===== src/rtl/cpu_pkg.sv =====
package cpu_pkg;

  localparam int DATA_WIDTH     = 32;
  localparam int INSTR_WIDTH    = 32;
  localparam int REG_ADDR_WIDTH = 5;
  localparam int ADDR_WIDTH     = 8;

  // instruction field positions
  localparam int OPCODE_MSB = 31;
  localparam int OPCODE_LSB = 26;
  localparam int RS_MSB     = 25;
  localparam int RS_LSB     = 21;
  localparam int RT_MSB     = 20;
  localparam int RT_LSB     = 16;
  localparam int RD_MSB     = 15;
  localparam int RD_LSB     = 11;
  localparam int IMM_MSB    = 15;
  localparam int IMM_LSB    = 0;

  // unlisted codes decode as nop
  typedef enum logic [5:0] {
    OP_NOP  = 6'd0,
    OP_ADD  = 6'd1,
    OP_SUB  = 6'd2,
    OP_AND  = 6'd3,
    OP_OR   = 6'd4,
    OP_SLT  = 6'd5,
    OP_ADDI = 6'd8,
    OP_LW   = 6'd9,
    OP_SW   = 6'd10,
    OP_BEQ  = 6'd12,
    OP_HALT = 6'd63
  } opcode_t;

  typedef enum logic [2:0] {
    ALU_ADD,
    ALU_SUB,
    ALU_AND,
    ALU_OR,
    ALU_SLT
  } alu_op_t;

  typedef enum logic [1:0] {
    FWD_NONE,
    FWD_MEM,
    FWD_WB
  } fwd_sel_t;

endpackage


===== src/rtl/retire_queue.sv =====
`timescale 1ns/100ps

module retire_queue
  import cpu_pkg::*;
#(
  parameter int RETIRE_DEPTH = 8
) (
  input  logic                      clk,
  input  logic                      rst_n,
  input  logic                      wb_push,
  input  logic [REG_ADDR_WIDTH-1:0] wb_reg,
  input  logic [DATA_WIDTH-1:0]     wb_data,
  input  logic                      ret_ready,
  output logic                      room,
  output logic                      ret_valid,
  output logic [REG_ADDR_WIDTH-1:0] ret_reg,
  output logic [DATA_WIDTH-1:0]     ret_data
);

  localparam int PTR_W = $clog2(RETIRE_DEPTH);
  localparam int CNT_W = $clog2(RETIRE_DEPTH + 1);
  // pushes that can still arrive after room drops
  localparam int IN_FLIGHT = 3;

  logic [REG_ADDR_WIDTH-1:0] reg_mem  [RETIRE_DEPTH];
  logic [DATA_WIDTH-1:0]     data_mem [RETIRE_DEPTH];
  logic [PTR_W-1:0]          wr_ptr;
  logic [PTR_W-1:0]          rd_ptr;
  logic [CNT_W-1:0]          count;
  logic                      pop;

  function automatic logic [PTR_W-1:0] bump(input logic [PTR_W-1:0] ptr);
    return (ptr == PTR_W'(RETIRE_DEPTH - 1)) ? '0 : ptr + 1'b1;
  endfunction

  assign ret_valid = (count != '0);
  assign ret_reg   = reg_mem[rd_ptr];
  assign ret_data  = data_mem[rd_ptr];
  assign pop       = ret_valid & ret_ready;
  assign room      = (RETIRE_DEPTH - int'(count)) >= IN_FLIGHT;

  always_ff @(posedge clk) begin
    if (!rst_n) begin
      wr_ptr <= '0;
      rd_ptr <= '0;
      count  <= '0;
    end else begin
      if (wb_push) wr_ptr <= bump(wr_ptr);
      if (pop) rd_ptr <= bump(rd_ptr);
      count <= count + CNT_W'(wb_push) - CNT_W'(pop);
    end
  end

  always_ff @(posedge clk) begin
    if (wb_push) begin
      reg_mem[wr_ptr]  <= wb_reg;
      data_mem[wr_ptr] <= wb_data;
    end
  end

endmodule


===== config.mk =====
export PLATFORM = sky130hd
export DESIGN_NAME = retire_queue
export DESIGN_NICKNAME = d
export VERILOG_FILES = /design/src/rtl/cpu_pkg.sv /design/src/rtl/retire_queue.sv
export SDC_FILE = /design/constraint.sdc
export NUM_CORES = 1
export LEC_CHECK = 0
export ABC_CLOCK_PERIOD_IN_PS = 4700
export BUFFER_PORTS_ARGS = -buffer_cell sky130_fd_sc_hd__buf_2
export CAP_MARGIN = 0
export CORE_UTILIZATION = 39
export CTS_CLUSTER_SIZE = 20
export DETAILED_ROUTE_END_ITERATION = 7
export PLACE_DENSITY = 0.54
export SLEW_MARGIN = 20
export SYNTH_ARGS = -nofsm -noshare
export SYNTH_HDL_FRONTEND = slang
export SYNTH_SLANG_ARGS = --single-unit
export TNS_END_PERCENT = 50

===== constraint.sdc =====
create_clock -name clk -period 4.7 [get_ports clk]
set_input_delay 0.94 -clock clk [delete_from_list [all_inputs] [get_ports clk]]
set_output_delay 0.94 -clock clk [all_outputs]
set_load 0.01 [all_outputs]

=== Word-level counts from Yosys, hierarchy flattened ===
Memories as Yosys holds them, arrays and structs flattened. A register that Yosys moved wholly into a read port is not among the register bits.
Index checks and enable logic that the tools add are counted.

* Reductions and logical operators: 1
* Equal/unequal tests: 2
* Bitwise logic cells: 1
* Multiplexer cells: 8
* $lt $le $gt $ge: 1
* $add $sub $neg: 5

{| class="wikitable"
|+ Operators with widths
! cell !! number
|-
| two-way mux 3 bit || 6
|-
| adder 3 x 1 -> 3 bit, second input constant || 2
|-
| == test 3 bit, second input constant || 2
|-
| >= comparator 5 x 3 -> 1 bit, second input constant || 1
|-
| subtractor 4 x 4 -> 5 bit, first input constant || 1
|-
| adder 4 x 1 -> 4 bit || 1
|-
| nonzero test 4 bit || 1
|-
| subtractor 4 x 1 -> 4 bit || 1
|-
| two-way mux 1 bit || 2
|-
| AND 1 bit || 1
|}

* Flip-flop bits (word level): 10
* Input bits: 41
* Memories: 2
* RAM bits: 296
* Logic and storage cells: 23

{| class="wikitable"
|+ Memory list
! name !! words !! bits a word !! rd ports !! clocked after Yosys merged registers in !! wr ports !! line !! source
|-
| data_mem || 8 || 32 || 1 || 1 || 1 || retire_queue.sv:26 || <nowiki>logic [DATA_WIDTH-1:0] data_mem [RETIRE_DEPTH];</nowiki>
|-
| reg_mem || 8 || 5 || 1 || 1 || 1 || retire_queue.sv:25 || <nowiki>logic [REG_ADDR_WIDTH-1:0] reg_mem [RETIRE_DEPTH];</nowiki>
|}

=== Depth between registers and ports, before layout ===
* Word-level depth: 4
* Mapped depth: 9
* Mapped depth without buffers: 9

=== Worst setup path after synthesis ===
No wires, ideal clock.

* Path kind: input to register
* Start point: input wb_push
* End point: memory data_mem[0][0], enable pin
* Stages on the path: 2
* Path slack: 0.648 ns
* Arrival time: 3.575 ns
* Buffers on the path: 0
* Data required time: 4.223 ns
* Setup time: 0.477 ns
* Cells stage by stage: nand2b_1 -> nor3_1

* Word-level cells in the longest chain between the ends: 2

{| class="wikitable"
|+ RTL lines
! what !! line !! source
|-
| start, declared || retire_queue.sv:10 || <nowiki>input logic wb_push,</nowiki>
|-
| two-way mux 1 bit || retire_queue.sv:55 || <nowiki>if (wb_push) begin</nowiki>
|-
| two-way mux 1 bit (implied by the code) || retire_queue.sv:57 || <nowiki>data_mem[wr_ptr] <= wb_data;</nowiki>
|-
| end, declared || retire_queue.sv:26 ||
|}

Every way passes these cells.

==> flow_summary.json <==
{
  "whs_path_depth": 2,
  "cts_setup_buffers": 0,
  "cap_violations": 0,
  "synth_nets": 566,
  "pin_count": 80,
  "clock_latency_ns": 0.52,
  "powerDensity_mw_per_mm2": 470,
  "postPlaceCellArea_mm2": 0.0128,
  "r2r_end": "count[2]",
  "final-hold-violation-count": 0,
  "drt_wl_total_um": 23300,
  "hold_class": "reg -> reg",
  "skew_ns": 0.0248,
  "drcViolationCount": 0,
  "fin_tns_setup_ns": 0,
  "arrival_ns": 2.69,
  "syn_avg_cell_area_um2": 23.2,
  "rsz0062_at_grt": "false",
  "wl_per_cell_um": 22.5,
  "ys_warn_count": 0,
  "die_area_mm2": 0.0312,
  "path_clk_slew_ns": 0.05,
  "io_buffer_count": 79,
  "layout.nets": 676,
  "async_flop_share_pct": 0,
  "min_period_ns": 3.63,
  "clock_tree.root_cell": "clkbuf_16",
  "critPathLaunchType": "flop",
  "synth_top_cell_area_share_pct": 74.8,
  "synthTopCellsByCount": "296 x edfxtp_1, 74 x mux4_2, 37 x mux2_2",
  "report.final.setup_viol": 0,
  "initial_utilization_pct": 39.9,
  "yosys_register_bits": 309,
  "crit_fanout": 36,
  "grt_overflow": 0,
  "ctsHoldBuffers": 0,
  "reg2regPathDepth": 9,
  "clockBufferDepth": 3,
  "outcome": "finished, final reports clean",
  "grt.total_usage_pct": 15.5,
  "path_cells": "buf_12 -> mux4_2 -> mux2_2 -> buf_2",
  "required_ns": 3.76,
  "drive_gt1_share_pct": 40.6,
  "slew_headroom_pct": 42.5,
  "holdPathEnd": "rd_ptr[1]",
  "ir_drop_uv": 246,
  "die_w_um": 177,
  "synth-edff-count": 296,
  "synth_area_leaders": "edfxtp_1 75%, mux4_2 14%, mux2_2 3.5%",
  "drt-initial-drc-count": 346,
  "gp_congestion": 0.703,
  "utilization_pct": 46.5,
  "path_class": "reg -> out",
  "cp_slowest_stage_delay_ns": 0.85,
  "grt_pass1_vias": 5861,
  "timing.final.max_slew_violations": 0,
  "dp_hpwl_um": 13100,
  "synth_most_common_cell": "edfxtp_1",
  "final_area_mm2": 0.0139,
  "r2r_slack_ns": 2.17,
  "ys_types": 28,
  "period_share_pct": 77.3,
  "layout-area-overhead-vs-synth_pct": 16.8,
  "synth_cells": 512,
  "cts_resized": 0,
  "p_leak_uw": 0.00445,
  "htreeDepth": 2,
  "end_kind": "output port",
  "vias": 5368,
  "drtPass1Iterations": 4,
  "numCtsBuffers": 34,
  "ys.flop_type": "edfxtp_1",
  "tritoncts": "built",
  "antenna_left": 0,
  "via_per_inst": 5.18,
  "hp-start": "rd_ptr[1]",
  "grt_max_degree": 75,
  "core_mm2": 0.0298,
  "max_freq_mhz": 275,
  "grt_pass1_wl_um": 35500,
  "rows": 63,
  "crit_path_top_delay_cell": "dfxtp_4",
  "yosysSeqAreaShare_pct": 77.0,
  "fin_hold_ws_ns": 0.505,
  "cts_sinks": 309,
  "die_h_um": 177,
  "synth_top_area_cell": "edfxtp_1",
  "antenna_found_initial": 2,
  "synth_area_mm2": 0.0119,
  "tightest_slew_ns": 0.863,
  "r2r-start": "count[1]"
}
==> metal layers <==
metal,vias to the layer above,global-route usage [%],part of all wire [%]
met5,-,0,0.11
met4,4,4.53,2.3
met3,46,3.12,4.2
met2,128,26.1,49
met1,2832,20.4,44
li1,2358,-,-
==> kinds of logic after synthesis <==
kind of cell    synth area share, %
fa+ha+maj                      1.43
mux                            18.0
flops                          77.0
simple gates                   1.44
compound gates                0.464
buf+inv                        1.39
xor+xnor                      0.295
==> sequential cells by signal, summed over array words and instances, names as in the netlist, named ones only <==
name	cells
data_mem	256
rd_ptr	3
reg_mem	40
wr_ptr	3
count	4
==> final cells by class <==
cell class / count / area (um^2)
repair buffers: 95 / 561
flip-flops and latches: 309 / 9160
diodes: 1 / 2.50
clock inverters: 21 / 145
well taps: 390 / 488
multi-input cells: 175 / 2620
clock buffers: 39 / 870
fillers: 2482 / 15900
inverters: 7 / 26.3
==> worst max-delay path by stage <==
| stage | from | end | slack (ns) | depth (start not counted) |
|---|---|---|---|---|
| 2_1_floorplan | wb_push | data_mem[0][0] | 0.65 | 2 |
| 3_3_place_gp | flop | ret_data[11] | 1.51 | 4 |
| 3_5_place_dp | flop | ret_data[14] | 1.49 | 4 |
| 4_1_cts | flop | ret_data[14] | 0.96 | 4 |
| 5_1_grt | flop | ret_data[14] | 0.84 | 4 |
| 6_report | flop | ret_reg[4] | 1.07 | 4 |
==> power by group <==
group | switching [uW] | internal (uW) | leakage (uW)
clock | 1040 | 1390 | 0.000491
sequential | 107 | 3100 | 0.00280
combinational | 411 | 472 | 0.00117
total | 1550 | 4960 | 0.00445
==> worst max-delay path: cells and delay by family, from the launching register on <==
family / cells / cell delay [ns]
mux: 2 / 0.83
flops: 1 / 0.85
buf+inv: 2 / 0.48
==> metrics by stage <==
step,setup WS [ns],cells,power [uW]
floorplan,0.648,512,3860
CTS,0.961,1035,6600
global route,0.842,1036,6770
global placement,1.51,975,4150
finish,1.07,1037,6520
detailed placement,1.49,975,4170
==> layout by cell type (no fill, tap or decap), types with 2 or more instances in the layout <==
cell          n
nand2b_1      4
buf_4        13
nand2_1       8
and2_1        3
nor2b_1       8
clkbuf_1      5
clkinvlp_4    2
buf_12        2
xor2_1        2
dfxtp_4       2
nor2_1        2
nor2_4        6
mux2i_1       5
clkbuf_16    34
a21oi_1       2
clkinv_2      4
ha_1         12
clkinv_1     10
nor3_2        2
mux4_2       74
inv_6         2
edfxtp_1    296
buf_2        79
mux2_2       37
dfxtp_1      10
a21boi_0      2
inv_1         7
xnor2_1       2
No activity file was read; power rests on OpenSTA's default activity.
